$ cat src/hdl/ex_pkg.sv
/*
 * Execute-stage defaults and constants shared by the issue lanes,
 * the multiplier and the result arbiter.
 */
package ex_pkg;

  localparam int history_bits_default = 8;  // Predictor table index
  localparam int mult_stages_default  = 4;  // Multiplier depth

  // Physical destination tag
  localparam int tag_bits = 5;

  // {is_branch, taken} on the result buses
  localparam int br_result_bits = 2;

endpackage

$ cat src/hdl/isa_pkg.sv
/*
 * Alpha-style ISA encodings used by the execute stage.
 * ALU function codes, operand selects, branch conditions and
 * the positions of the immediate fields in the instruction word.
 */
package isa_pkg;

  localparam int xlen      = 64;  // Fixed by the ISA
  localparam int inst_bits = 32;

  ////////////////////
  // ALU function codes
  typedef enum logic [4:0] {
    alu_addq   = 5'h00,
    alu_subq   = 5'h01,
    alu_and    = 5'h02,
    alu_bis    = 5'h04,
    alu_xor    = 5'h06,
    alu_srl    = 5'h08,
    alu_sll    = 5'h09,
    alu_sra    = 5'h0a,
    alu_mulq   = 5'h0b,  // Goes to the multiplier
    alu_cmpeq  = 5'h0c,
    alu_cmplt  = 5'h0d,
    alu_cmpult = 5'h0f
  } alu_func_t;

  typedef enum logic [1:0] {
    opa_is_rega     = 2'd0,
    opa_is_mem_disp = 2'd1,
    opa_is_npc      = 2'd2,
    opa_is_not3     = 2'd3
  } opa_sel_t;

  // Code 3 selects zero
  typedef enum logic [1:0] {
    opb_is_regb    = 2'd0,
    opb_is_alu_imm = 2'd1,
    opb_is_br_disp = 2'd2
  } opb_sel_t;

  // Tested against register A
  typedef enum logic [2:0] {
    br_lbc, br_eq, br_lt, br_le, br_lbs, br_ne, br_ge, br_gt
  } br_cond_t;

  ////////////////////
  // Instruction fields
  localparam int br_cond_lsb   = 26;  // ir[28:26]
  localparam int mem_disp_bits = 16;  // Sign extended
  localparam int br_disp_bits  = 21;  // Sign extended, word offset
  localparam int alu_imm_lsb   = 13;
  localparam int alu_imm_bits  = 8;   // Zero extended

endpackage
$ cat src/hdl/ex_result_if.sv
/*
 * One result source toward the result arbiter.
 * Lanes and multipliers drive it, the arbiter samples it.
 */
`timescale 1ns/10ps

interface ex_result_if #(
  parameter int HISTORY_BITS = ex_pkg::history_bits_default
);
  logic                        valid;
  logic [isa_pkg::xlen-1:0]    npc;
  logic [ex_pkg::tag_bits-1:0] dest;
  logic [isa_pkg::xlen-1:0]    result;
  logic                        is_branch;
  logic                        taken;
  logic                        mispredict;
  logic [HISTORY_BITS-1:0]     pht_idx;

  modport source (
    output valid, npc, dest, result, is_branch, taken, mispredict, pht_idx
  );
  modport sink (
    input valid, npc, dest, result, is_branch, taken, mispredict, pht_idx
  );
endinterface

$ cat src/hdl/result_arbiter.sv
/*
 * Merges lane, multiplier and memory results onto two
 * registered result buses and stalls the sources that lose.
 */
`timescale 1ns/10ps

module result_arbiter #(
  parameter int HISTORY_BITS = ex_pkg::history_bits_default
) (
  input  logic                              clock,
  input  logic                              rst_n,
  input  logic [ex_pkg::tag_bits-1:0]       mem_tag,
  input  logic [isa_pkg::xlen-1:0]          mem_value,
  input  logic                              mem_valid,
  ex_result_if.sink                         alu_1,
  ex_result_if.sink                         mul_1,
  ex_result_if.sink                         alu_2,
  ex_result_if.sink                         mul_2,
  output logic                              lane_stall_1,
  output logic                              lane_stall_2,
  output logic                              mult_freeze_2,
  output logic [isa_pkg::xlen-1:0]          ex_npc_1,
  output logic [ex_pkg::tag_bits-1:0]       ex_dest_reg_1,
  output logic [isa_pkg::xlen-1:0]          ex_result_1,
  output logic                              ex_mispredict_1,
  output logic [ex_pkg::br_result_bits-1:0] ex_branch_result_1,
  output logic [HISTORY_BITS-1:0]           ex_pht_idx_1,
  output logic                              ex_valid_1,
  output logic [isa_pkg::xlen-1:0]          ex_npc_2,
  output logic [ex_pkg::tag_bits-1:0]       ex_dest_reg_2,
  output logic [isa_pkg::xlen-1:0]          ex_result_2,
  output logic                              ex_mispredict_2,
  output logic [ex_pkg::br_result_bits-1:0] ex_branch_result_2,
  output logic [HISTORY_BITS-1:0]           ex_pht_idx_2,
  output logic                              ex_valid_2
);

  // Bus 1: mult_1 > alu_1.  Bus 2: memory > mult_2 > alu_2
  assign lane_stall_1  = alu_1.valid & mul_1.valid;
  assign mult_freeze_2 = mem_valid & mul_2.valid;
  assign lane_stall_2  = alu_2.valid & (mem_valid | mul_2.valid);

  always_ff @(posedge clock or negedge rst_n)
  begin
    if (!rst_n)
    begin
      ex_valid_1 <= 1'b0;
      ex_valid_2 <= 1'b0;
    end
    else
    begin
      ex_valid_1 <= mul_1.valid | alu_1.valid;
      ex_valid_2 <= mem_valid | mul_2.valid | alu_2.valid;
    end
  end

  ////////////////////
  // Bus payloads
  always_ff @(posedge clock)
  begin
    if (mul_1.valid)
    begin
      ex_npc_1           <= mul_1.npc;
      ex_dest_reg_1      <= mul_1.dest;
      ex_result_1        <= mul_1.result;
      ex_mispredict_1    <= 1'b0;
      ex_branch_result_1 <= '0;
      ex_pht_idx_1       <= mul_1.pht_idx;
    end
    else
    begin
      ex_npc_1           <= alu_1.npc;
      ex_dest_reg_1      <= alu_1.dest;
      ex_result_1        <= alu_1.result;
      ex_mispredict_1    <= alu_1.mispredict;
      ex_branch_result_1 <= {alu_1.is_branch, alu_1.taken};
      ex_pht_idx_1       <= alu_1.pht_idx;
    end

    if (mem_valid)  // Memory returns are never refused
    begin
      ex_npc_2           <= '0;
      ex_dest_reg_2      <= mem_tag;
      ex_result_2        <= mem_value;
      ex_mispredict_2    <= 1'b0;
      ex_branch_result_2 <= '0;
      ex_pht_idx_2       <= '0;
    end
    else if (mul_2.valid)
    begin
      ex_npc_2           <= mul_2.npc;
      ex_dest_reg_2      <= mul_2.dest;
      ex_result_2        <= mul_2.result;
      ex_mispredict_2    <= 1'b0;
      ex_branch_result_2 <= '0;
      ex_pht_idx_2       <= mul_2.pht_idx;
    end
    else
    begin
      ex_npc_2           <= alu_2.npc;
      ex_dest_reg_2      <= alu_2.dest;
      ex_result_2        <= alu_2.result;
      ex_mispredict_2    <= alu_2.mispredict;
      ex_branch_result_2 <= {alu_2.is_branch, alu_2.taken};
      ex_pht_idx_2       <= alu_2.pht_idx;
    end
  end

endmodule

$ cat src/flat_wrapper.sv
// flat-port wrapper written by rule: the top's interface ports become plain ports
module result_arbiter_flat 
#(
  parameter int HISTORY_BITS = ex_pkg::history_bits_default
)
  (clock, rst_n, mem_tag, mem_value, mem_valid, lane_stall_1, lane_stall_2, mult_freeze_2, ex_npc_1, ex_dest_reg_1, ex_result_1, ex_mispredict_1, ex_branch_result_1, ex_pht_idx_1, ex_valid_1, ex_npc_2, ex_dest_reg_2, ex_result_2, ex_mispredict_2, ex_branch_result_2, ex_pht_idx_2, ex_valid_2, alu_1_valid, alu_1_npc, alu_1_dest, alu_1_result, alu_1_is_branch, alu_1_taken, alu_1_mispredict, alu_1_pht_idx, mul_1_valid, mul_1_npc, mul_1_dest, mul_1_result, mul_1_is_branch, mul_1_taken, mul_1_mispredict, mul_1_pht_idx, alu_2_valid, alu_2_npc, alu_2_dest, alu_2_result, alu_2_is_branch, alu_2_taken, alu_2_mispredict, alu_2_pht_idx, mul_2_valid, mul_2_npc, mul_2_dest, mul_2_result, mul_2_is_branch, mul_2_taken, mul_2_mispredict, mul_2_pht_idx);
  ex_result_if #(.HISTORY_BITS(HISTORY_BITS)) alu_1_i ();
  ex_result_if #(.HISTORY_BITS(HISTORY_BITS)) mul_1_i ();
  ex_result_if #(.HISTORY_BITS(HISTORY_BITS)) alu_2_i ();
  ex_result_if #(.HISTORY_BITS(HISTORY_BITS)) mul_2_i ();
  input  logic clock;
  input  logic rst_n;
  input  logic [ex_pkg::tag_bits-1:0] mem_tag;
  input  logic [isa_pkg::xlen-1:0] mem_value;
  input  logic mem_valid;
  output logic lane_stall_1;
  output logic lane_stall_2;
  output logic mult_freeze_2;
  output logic [isa_pkg::xlen-1:0] ex_npc_1;
  output logic [ex_pkg::tag_bits-1:0] ex_dest_reg_1;
  output logic [isa_pkg::xlen-1:0] ex_result_1;
  output logic ex_mispredict_1;
  output logic [ex_pkg::br_result_bits-1:0] ex_branch_result_1;
  output logic [HISTORY_BITS-1:0] ex_pht_idx_1;
  output logic ex_valid_1;
  output logic [isa_pkg::xlen-1:0] ex_npc_2;
  output logic [ex_pkg::tag_bits-1:0] ex_dest_reg_2;
  output logic [isa_pkg::xlen-1:0] ex_result_2;
  output logic ex_mispredict_2;
  output logic [ex_pkg::br_result_bits-1:0] ex_branch_result_2;
  output logic [HISTORY_BITS-1:0] ex_pht_idx_2;
  output logic ex_valid_2;
  input wire logic [$bits(alu_1_i.valid)-1:0] alu_1_valid;
  input wire logic [$bits(alu_1_i.npc)-1:0] alu_1_npc;
  input wire logic [$bits(alu_1_i.dest)-1:0] alu_1_dest;
  input wire logic [$bits(alu_1_i.result)-1:0] alu_1_result;
  input wire logic [$bits(alu_1_i.is_branch)-1:0] alu_1_is_branch;
  input wire logic [$bits(alu_1_i.taken)-1:0] alu_1_taken;
  input wire logic [$bits(alu_1_i.mispredict)-1:0] alu_1_mispredict;
  input wire logic [$bits(alu_1_i.pht_idx)-1:0] alu_1_pht_idx;
  input wire logic [$bits(mul_1_i.valid)-1:0] mul_1_valid;
  input wire logic [$bits(mul_1_i.npc)-1:0] mul_1_npc;
  input wire logic [$bits(mul_1_i.dest)-1:0] mul_1_dest;
  input wire logic [$bits(mul_1_i.result)-1:0] mul_1_result;
  input wire logic [$bits(mul_1_i.is_branch)-1:0] mul_1_is_branch;
  input wire logic [$bits(mul_1_i.taken)-1:0] mul_1_taken;
  input wire logic [$bits(mul_1_i.mispredict)-1:0] mul_1_mispredict;
  input wire logic [$bits(mul_1_i.pht_idx)-1:0] mul_1_pht_idx;
  input wire logic [$bits(alu_2_i.valid)-1:0] alu_2_valid;
  input wire logic [$bits(alu_2_i.npc)-1:0] alu_2_npc;
  input wire logic [$bits(alu_2_i.dest)-1:0] alu_2_dest;
  input wire logic [$bits(alu_2_i.result)-1:0] alu_2_result;
  input wire logic [$bits(alu_2_i.is_branch)-1:0] alu_2_is_branch;
  input wire logic [$bits(alu_2_i.taken)-1:0] alu_2_taken;
  input wire logic [$bits(alu_2_i.mispredict)-1:0] alu_2_mispredict;
  input wire logic [$bits(alu_2_i.pht_idx)-1:0] alu_2_pht_idx;
  input wire logic [$bits(mul_2_i.valid)-1:0] mul_2_valid;
  input wire logic [$bits(mul_2_i.npc)-1:0] mul_2_npc;
  input wire logic [$bits(mul_2_i.dest)-1:0] mul_2_dest;
  input wire logic [$bits(mul_2_i.result)-1:0] mul_2_result;
  input wire logic [$bits(mul_2_i.is_branch)-1:0] mul_2_is_branch;
  input wire logic [$bits(mul_2_i.taken)-1:0] mul_2_taken;
  input wire logic [$bits(mul_2_i.mispredict)-1:0] mul_2_mispredict;
  input wire logic [$bits(mul_2_i.pht_idx)-1:0] mul_2_pht_idx;
  assign alu_1_i.valid = alu_1_valid;
  assign alu_1_i.npc = alu_1_npc;
  assign alu_1_i.dest = alu_1_dest;
  assign alu_1_i.result = alu_1_result;
  assign alu_1_i.is_branch = alu_1_is_branch;
  assign alu_1_i.taken = alu_1_taken;
  assign alu_1_i.mispredict = alu_1_mispredict;
  assign alu_1_i.pht_idx = alu_1_pht_idx;
  assign mul_1_i.valid = mul_1_valid;
  assign mul_1_i.npc = mul_1_npc;
  assign mul_1_i.dest = mul_1_dest;
  assign mul_1_i.result = mul_1_result;
  assign mul_1_i.is_branch = mul_1_is_branch;
  assign mul_1_i.taken = mul_1_taken;
  assign mul_1_i.mispredict = mul_1_mispredict;
  assign mul_1_i.pht_idx = mul_1_pht_idx;
  assign alu_2_i.valid = alu_2_valid;
  assign alu_2_i.npc = alu_2_npc;
  assign alu_2_i.dest = alu_2_dest;
  assign alu_2_i.result = alu_2_result;
  assign alu_2_i.is_branch = alu_2_is_branch;
  assign alu_2_i.taken = alu_2_taken;
  assign alu_2_i.mispredict = alu_2_mispredict;
  assign alu_2_i.pht_idx = alu_2_pht_idx;
  assign mul_2_i.valid = mul_2_valid;
  assign mul_2_i.npc = mul_2_npc;
  assign mul_2_i.dest = mul_2_dest;
  assign mul_2_i.result = mul_2_result;
  assign mul_2_i.is_branch = mul_2_is_branch;
  assign mul_2_i.taken = mul_2_taken;
  assign mul_2_i.mispredict = mul_2_mispredict;
  assign mul_2_i.pht_idx = mul_2_pht_idx;
  result_arbiter #(.HISTORY_BITS(HISTORY_BITS)) u_core (.clock(clock), .rst_n(rst_n), .mem_tag(mem_tag), .mem_value(mem_value), .mem_valid(mem_valid), .alu_1(alu_1_i), .mul_1(mul_1_i), .alu_2(alu_2_i), .mul_2(mul_2_i), .lane_stall_1(lane_stall_1), .lane_stall_2(lane_stall_2), .mult_freeze_2(mult_freeze_2), .ex_npc_1(ex_npc_1), .ex_dest_reg_1(ex_dest_reg_1), .ex_result_1(ex_result_1), .ex_mispredict_1(ex_mispredict_1), .ex_branch_result_1(ex_branch_result_1), .ex_pht_idx_1(ex_pht_idx_1), .ex_valid_1(ex_valid_1), .ex_npc_2(ex_npc_2), .ex_dest_reg_2(ex_dest_reg_2), .ex_result_2(ex_result_2), .ex_mispredict_2(ex_mispredict_2), .ex_branch_result_2(ex_branch_result_2), .ex_pht_idx_2(ex_pht_idx_2), .ex_valid_2(ex_valid_2));
endmodule
$ cat config.mk
export PLATFORM = sky130hd
export DESIGN_NAME = result_arbiter_flat
export DESIGN_NICKNAME = d
export VERILOG_FILES = /design/src/hdl/ex_pkg.sv /design/src/hdl/isa_pkg.sv /design/src/hdl/ex_result_if.sv /design/src/hdl/result_arbiter.sv /design/src/flat_wrapper.sv
export SDC_FILE = /design/constraint.sdc
export NUM_CORES = 1
export LEC_CHECK = 0
export CELL_PAD_IN_SITES_DETAIL_PLACEMENT = 1
export CELL_PAD_IN_SITES_GLOBAL_PLACEMENT = 2
export CORE_AREA = 3 3 362 364
export DETAILED_ROUTE_END_ITERATION = 8
export DIE_AREA = 0 0 365 367
export DONT_BUFFER_PORTS = 1
export MAX_ROUTING_LAYER = met4
export PLACE_DENSITY_LB_ADDON = 0.25
export SYNTH_ARGS = -nofsm -noshare
export SYNTH_HDL_FRONTEND = slang
export SYNTH_SLANG_ARGS = --single-unit
$ cat constraint.sdc
create_clock -name clock -period 2.22 [get_ports clock]
set_input_delay 0.666 -clock clock [delete_from_list [all_inputs] [get_ports clock]]
set_output_delay 0.666 -clock clock [all_outputs]
set_load 0.01 [all_outputs]
==> results of run 1 <==
-- flip-flops by register name, summed over array words and instances (netlist names), 2 cells and up --
register,cells
u_core.ex_branch_result_1,2
u_core.ex_branch_result_2,2
u_core.ex_dest_reg_1,5
u_core.ex_dest_reg_2,5
u_core.ex_npc_1,64
u_core.ex_npc_2,64
u_core.ex_pht_idx_1,8
u_core.ex_pht_idx_2,8
u_core.ex_result_1,64
u_core.ex_result_2,64
-- layout make-up --
class	count	area (sq um)	area share
timing repair buffer	1	10.01	0.0007589
clock inverter	18	235.2	0.01783
antenna	20	50.05	0.003794
multi-input combinational	504	3946	0.2992
tap	1662	2079	0.1577
clock buffer	49	1054	0.07987
sequential	290	5816	0.4409
-- final timing paths --
kind,startpoint,to,slack [ps]
setup / recovery,mul_2_valid,lane_stall_2,350
hold / removal,mem_valid,u_core.ex_npc_2[4]$_SDFF_PP0_,170
max in group asynchronous,rst_n,u_core.ex_valid_1$_DFF_PN0_,1430
min in group asynchronous,rst_n,u_core.ex_valid_2$_DFF_PN0_,470
-- cell families after synthesis --
logic type	Yosys count
multiplexers	282
AO/OA/AOI/OAI	69
flip-flops	290
AND/OR/NAND/NOR	153
buffers and inverters	55
-- what timing repair did --
item / CTS / global route
resized for setup: 0 / 0
hold buffers: 1 / 0
endpoints found under the hold margin: 2 / 0
-- layout by cell type, fill, tap and decap left out --
master,count
dfrtp_1,2
bufinv_16,5
mux2i_1,141
clkbuf_16,39
clkinv_2,7
or2_2,1
and2_1,5
or3_1,1
dlygate4sd3_1,1
clkbuf_1,6
nand2_1,69
clkbuf_8,4
inv_6,1
mux2_2,141
nor2b_1,4
inv_8,1
nor2_1,73
o21ai_0,69
diode_2,20
dfxtp_1,288
clkinvlp_4,4
-- through the flow --
| stage | total power [uW] | setup slack (ps) | util | std cells | hold WS (ps) |
|---|---|---|---|---|---|
| 2_1_floorplan | 6699 | 256.2 | - | 849 | 370.4 |
| 3_3_place_gp | 6814 | 435.3 | 0.09274 | 2456 | 372.9 |
| 3_5_place_dp | 6806 | 417.8 | 0.09274 | 2456 | 373.1 |
| 4_1_cts | 13490 | 357.3 | 0.1029 | 2524 | 99.37 |
| 5_1_grt | 13770 | 372.4 | 0.1031 | 2536 | 126.8 |
| 6_report | 13080 | 351.6 | 0.1033 | 2544 | 170.2 |
-- metal layers --
layer,global-route usage,part of all wire,up-vias
li1,-,-,2893
met1,0.09569,0.38,3119
met2,0.1493,0.49,685
met3,0.03350,0.11,136
met4,0.02114,0.025,0
met5,-,0,-
-- power groups by stage --
| stage | clock, uW | combinational [uW] | sequential (uW) |
|---|---|---|---|
| detailed placement | 0 | 574 | 6230 |
| finish | 6410 | 564 | 6110 |
| global route | 7000 | 629 | 6140 |
| CTS | 6790 | 579 | 6120 |
| global placement | 0 | 558 | 6260 |
| floorplan | 0 | 645 | 6050 |
==> metrics.md, run 1 <==
| Metric | Value |
|---|---|
| Largest family of logic cells by synthesized area | multiplexers |
| Initial antenna violation count | 77 |
| Compound-Gate Fraction of Synth Area | 0.03393 |
| Kind of critical path | in -> out |
| Largest net degree at the start of global routing | 214 |
| Simple-gate share of the synthesized area | 0.05913 |
| Syn_area_per_cell | 11.99 sq um |
| Vias per cell | 2.686 |
| DR WL/cell | 23.90 um |
| Setup bufs post-CTS | 0 |
| Synth-to-layout area growth | 29.60% |
| Worst hold path class | in -> reg |
| DR iter-0 viols | 257 |
| Grt ovf | 0 |
| Worst-margin pin slew | 595.6 ps |
| P_sw | 3152 uW |
| Die height | 367 um |
| Final net count | 1,487 |
| Cts bufs inserted | 38 |
| Critical path capture point type | primary output |
| Slowest-stage cell, CP | nor2_1 |
| Clock-pin slew on the worst setup and hold paths | 60 ps |
| Crit-path leading delay family | simple AND/OR/NAND/NOR gates |
| Sequential-to-total area share from yosys stat | 0.5714 |
| Die width | 365 um |
| Vias in the first global route | 7,291 |
| Ys flop type | dfxtp_1 |
| CP cell instances | nor2_1, nor2b_1 |
| Period minus WS final | 1868 ps |
| Post-Syn Instances | 849 |
| First-pass GRT wire length | 74.43 mm |
| DRC viols | 0 |
| Worst slew margin | 0.5987 |
| Hold path depth | 1 |
| Switch share | 0.2410 |
| 1st-pass router iterations | 4 |
| Syn nets | 1,501 |
| Clock Sinks | 290 |
| Int Power | 9928 uW |
| Kind of start point of the critical path | primary input |
| WP depth | 2 |
| Input/output buffers | 0 |
| RSZ-0062 raised after global routing | no |
| GPL Wtd Cong | 0.8266 |
| PD cells | 991.6 mW/mm^2 |
| Leakage | 0.004869 uW |
| Synth top area cells | dfxtp_1 57%, mux2_2 16%, mux2i_1 14%, o21ai_0 3.4%, nor2_1 2.7% |
| Top Ports | 945 |
| Mux cell area share after synthesis | 0.2947 |
| Clock Power Share | 0.490 |
| Clock Tree Buf Depth | 3 |
| Dpl hpwl | 52.09 mm |
| Yosys cell types | 17 |
| Die footprint | 0.1340 sq mm |
| Run status | finished, final reports clean |
| Adder-cell area share of the yosys netlist | 0 |
| Most frequent cell after synthesis | dfxtp_1 |
| Number of fill cells | 14,836 |
| Global-route usage over all layers | 0.08761 |
| Rows | 131 |
| Worst Path Buf+Inv | 0 |
| ANT nets after route | 0 |
| Worst endpoint required time | 1550 ps |
| CTS tree | yes |
| Starting Density | 0.07971 |
| Post-DP Area | 0.01184 sq mm |
| H-tree depth | 2 |
| Arr. time, crit path | 1200 ps |
| Clock root cell | clkbuf_16 |
| Core area | 0.1277 sq mm |
| XOR/XNOR Fraction of Synth Area | 0 |
| # Max-Cap Violations | 0 |
| Post-synth top cells | 288 x dfxtp_1, 141 x mux2_2, 141 x mux2i_1 |
| FMAX | 535.2 MHz |
| Yosys warning count | 0 |
| CP Max Fanout | 144 |
| WL final | 60.79 mm |
| Synth area leader | dfxtp_1 |
| Setup violations, final | 0 |
| Combinational share of power | 0.043 |
| Layout cells sized above 1 | 0.2355 |
| Post-synth EDFFs | 0 |
| Final Max Tran Viols | 0 |
| #FFs+latches synth | 290 |
| Part of the power in registers | 0.467 |
| Peak VDD IR | 0.3861 mV |
| Final cycle utilization of the critical path | 0.8416 |
| Setup TNS | 0 ps |
| Final Cell Area | 0.01319 sq mm |
| Vias | 6,833 |
| Ys async rst share | 0.006897 |
| Fin. Hold Viols | 0 |
| Post-synth top area share | 0.5665 |
| Synth Cell Area | 0.01018 sq mm |
| Largest stage delay, worst path | 280 ps |
(Power assumes the default switching activity.)
==> run 2, diff against run 1 <==
--- a/config.mk
+++ b/config.mk
@@ -5,6 +5,7 @@
 export SDC_FILE = /design/constraint.sdc
 export NUM_CORES = 1
 export LEC_CHECK = 0
+export ABC_AREA = 1
 export CELL_PAD_IN_SITES_DETAIL_PLACEMENT = 1
 export CELL_PAD_IN_SITES_GLOBAL_PLACEMENT = 2
 export CORE_AREA = 3 3 362 364
==> constraint.sdc (replaced) <==
create_clock -name clock -period 1.56 [get_ports clock]
set_input_delay 0.468 -clock clock [delete_from_list [all_inputs] [get_ports clock]]
set_output_delay 0.468 -clock clock [all_outputs]
set_load 0.01 [all_outputs]
==> run 2 against run 1 <==
Net effect: the flow now finishes with violations (setup timing); synthesized area is 6.4% higher; largest power group unchanged; first-iteration DRC count increased by 89%; hold slack got worse by 110 ps; utilization is 4.4 points higher.
==> metrics.md, run 2 <==
| Metric | Value |
|---|---|
| Run status | complete, but fails checks |
| Failing checks | setup timing |
| Vias | 11,570 (+69%) |
| DRC viols | 0 (unchanged) |
| Worst slew margin | 0.6818 (+0.08310) |
| Vias in the first global route | 12,913 (+77%) |
| Multi-input gate area in the final layout | 0.003918 sq mm (-0.73%) |
| Final Max Tran Viols | 0 (unchanged) |
| Peak VDD IR | 0.5810 mV (+50%) |
| Ys async rst share | 0.006897 (unchanged) |
| Worst-margin pin slew | 472.3 ps (-123.4 ps) |
| Core area | 0.1277 sq mm (unchanged) |
| Switch share | 0.2674 (+0.02642) |
| Cts bufs inserted | 39 (+2.6%) |
| Post-synth top cells | 702 x nand2_1, 288 x dfxtp_1, 152 x nor2_1 |
| Arr. time, crit path | 1130 ps (-70 ps) |
| Hold path depth | 2 (+1) |
| Post-Syn Instances | 1,522 (+79%) |
| Starting Density | 0.08481 (+0.005105) |
| 1st-pass router iterations | 4 (unchanged) |
| CP Max Fanout | 1 (-99%) |
| Leakage | 0.008577 uW (+76%) |
| Initial antenna violation count | 3 (-96%) |
| Sequential-to-total area share from yosys stat | 0.5370 (-0.03440) |
| Die width | 365 um (unchanged) |
| Clock root cell | clkbuf_16 |
| Clock Power Share | 0.452 (-0.038) |
| Post-synth top area share | 0.5324 (-0.03410) |
| DR iter-0 viols | 486 (+89%) |
| Input/output buffers | 0 (unchanged) |
| WHS | 62.77 ps (-107.4 ps) |
| Part of the power in registers | 0.431 (-0.036) |
| Most frequent cell after synthesis | nand2_1 |
| Period minus WS final | 1600 ps |
| XOR/XNOR Fraction of Synth Area | 0 (unchanged) |
| Slowest-stage cell, CP | dfxtp_4 |
| Synth-to-layout area growth | 73.95% |
| CP cell instances | buf_6 |
| Grt ovf | 0 (unchanged) |
| Fin. Hold Viols | 0 (unchanged) |
| Critical path capture point type | primary output |
| H-tree depth | 2 (unchanged) |
| Top Ports | 945 (unchanged) |
| Crit-path leading delay family | flip-flops |
| Largest stage delay, worst path | 410 ps (+130 ps) |
| Core Util, Final | 0.1475 (+0.04422) |
| Commonest cells after routing, fill and taps aside | 702 x nand2_1, 481 x dlygate4sd3_1, 269 x dfxtp_1, 152 x nor2_1, 148 x inv_1 |
| Number of fill cells | 15,242 (+2.7%) |
| GPL Wtd Cong | 0.8342 (+0.92%) |
| Die height | 367 um (unchanged) |
| Ys flop type | dfxtp_1 |
| Vias per cell | 3.146 (+17%) |
| Layout cells sized above 1 | 0.05310 (-0.1824) |
| Clock Sinks | 290 (unchanged) |
| FMAX | 624.9 MHz |
| Placed Instances | 3,125 (+27%) |
| Reg area | 0.005849 sq mm (+0.58%) |
| Final WS setup | -40.30 ps (-391.9 ps) |
| #FFs+latches synth | 290 (unchanged) |
| PD cells | 1074 mW/mm^2 (+8.4%) |
| Simple-gate share of the synthesized area | 0.3285 (+0.2693) |
| Clock Tree Buf Depth | 3 (unchanged) |
| Commonest non-fill, non-tap cell in the layout | nand2_1 |
| First-pass GRT wire length | 88.69 mm (+19%) |
| Yosys warning count | 0 (unchanged) |
| Kind of start point of the critical path | flop |
| Largest net degree at the start of global routing | 148 (-31%) |
| Synth area leader | dfxtp_1 |
| Setup violations, final | 1 (+1) |
| Syn_area_per_cell | 7.115 sq um (-41%) |
| Worst endpoint required time | 1090 ps (-460 ps) |
| RSZ-0062 raised after global routing | yes |
| Worst Path Buf+Inv | 1 (+1) |
| Largest family of logic cells by synthesized area | simple AND/OR/NAND/NOR gates |
| Adder-cell area share of the yosys netlist | 0 (unchanged) |
| Non-Filler Instances | 3,678 (+45%) |
| Syn nets | 2,174 (+45%) |
| Final net count | 2,637 (+77%) |
| # Max-Cap Violations | 0 (unchanged) |
| ANT nets after route | 0 (unchanged) |
| Die footprint | 0.1340 sq mm (unchanged) |
| CTS tree | yes |
| Synth top area cells | dfxtp_1 53%, nand2_1 24%, nor2_1 5.3%, inv_1 5.1%, nand3_1 3.2% |
| Kind of critical path | reg -> out |
| Dpl hpwl | 48.21 mm (-7.4%) |
| Worst hold path class | in -> reg |
| Compound-Gate Fraction of Synth Area | 0.03328 (-0.0006561) |
| Synth Cell Area | 0.01083 sq mm (+6.4%) |
| Post-synth EDFFs | 0 (unchanged) |
| DR WL/cell | 17.75 um (-26%) |
| WP depth | 1 (-1) |
| Final cycle utilization of the critical path | 1.026 |
| Setup bufs post-CTS | 0 (unchanged) |
| Mux cell area share after synthesis | 0 (-0.2947) |
| Clock-pin slew on the worst setup and hold paths | 60 ps (about the same) |
| Int Power | 14,830 uW (+49%) |
| Yosys cell types | 16 (-1) |
| Rows | 131 (unchanged) |
| Tot Pwr | 20,240 uW (+55%) |
| P_sw | 5412 uW (+72%) |
| Global-route usage over all layers | 0.09439 (+0.006776) |
| Combinational share of power | 0.117 (+0.074) |
| WL final | 65.27 mm (+7.4%) |
==> run 2: final cells by class <==
cell class,instances,share of cell area
repair buffers,507,0.2721
clock inverters,6,0.003853
clock buffers,65,0.06450
well taps,1662,0.1104
diodes,1,0.0001328
flip-flops and latches,290,0.3105
multi-input cells,996,0.2080
inverters,151,0.03049
==> run 2: cells by family (layout without fill, tap and decap cells) <==
| group | after synthesis | count (layout) |
|---|---|---|
| AOI/OAI and AO/OA | 72 | 72 |
| buffers and inverters | 236 | 729 |
| DFF | 290 | 290 |
| other | 0 | 1 |
| and+or+nand+nor | 924 | 924 |
==> run 2: worst paths after layout <==
path / start / to / slack (ps)
worst max-delay path: u_core.ex_npc_1[46]$_DFF_P_ / ex_npc_1[46] / -40
worst min-delay path: alu_2_npc[40] / u_core.ex_npc_2[40]$_SDFF_PP0_ / 60
max in group asynchronous: rst_n / u_core.ex_valid_1$_DFF_PN0_ / 1310
min in group asynchronous: rst_n / u_core.ex_valid_2$_DFF_PN0_ / 120
==> run 2: layer usage <==
metal | GRT usage | wire length [um] | up-vias
li1 | - | - | 5442
met1 | 0.09475 | 23960 | 5544
met2 | 0.1755 | 35140 | 491
met3 | 0.02323 | 4099 | 93
met4 | 0.03404 | 2082 | 0
met5 | - | 0 | -
==> run 2: power groups by stage <==
stage	Clock (uW)	Combinational (uW)	Sequential [uW]
after global placement	0	1230	8940
after global routing	9920	2640	8770
after floorplan	0	975	8630
after CTS	9680	2370	8760
after detailed placement	0	1270	8910
final	9150	2370	8720
==> run 2: what timing repair did <==
item,4_1_cts,5_1_grt
gates resized for setup,27,0
hold buffers,481,0
setup endpoints to repair,19,2
hold endpoints to repair,258,0
==> run 2: stage by stage <==
step	cell area, sq um	worst slack, ps	TNS (ps)
after CTS	18830	-125.0	-201.3
after global routing	18840	-115.1	-183.9
after floorplan	10830	91.68	0
after detailed placement	12680	133.7	0
final	18840	-40.30	-40.30
after global placement	12680	149.2	0
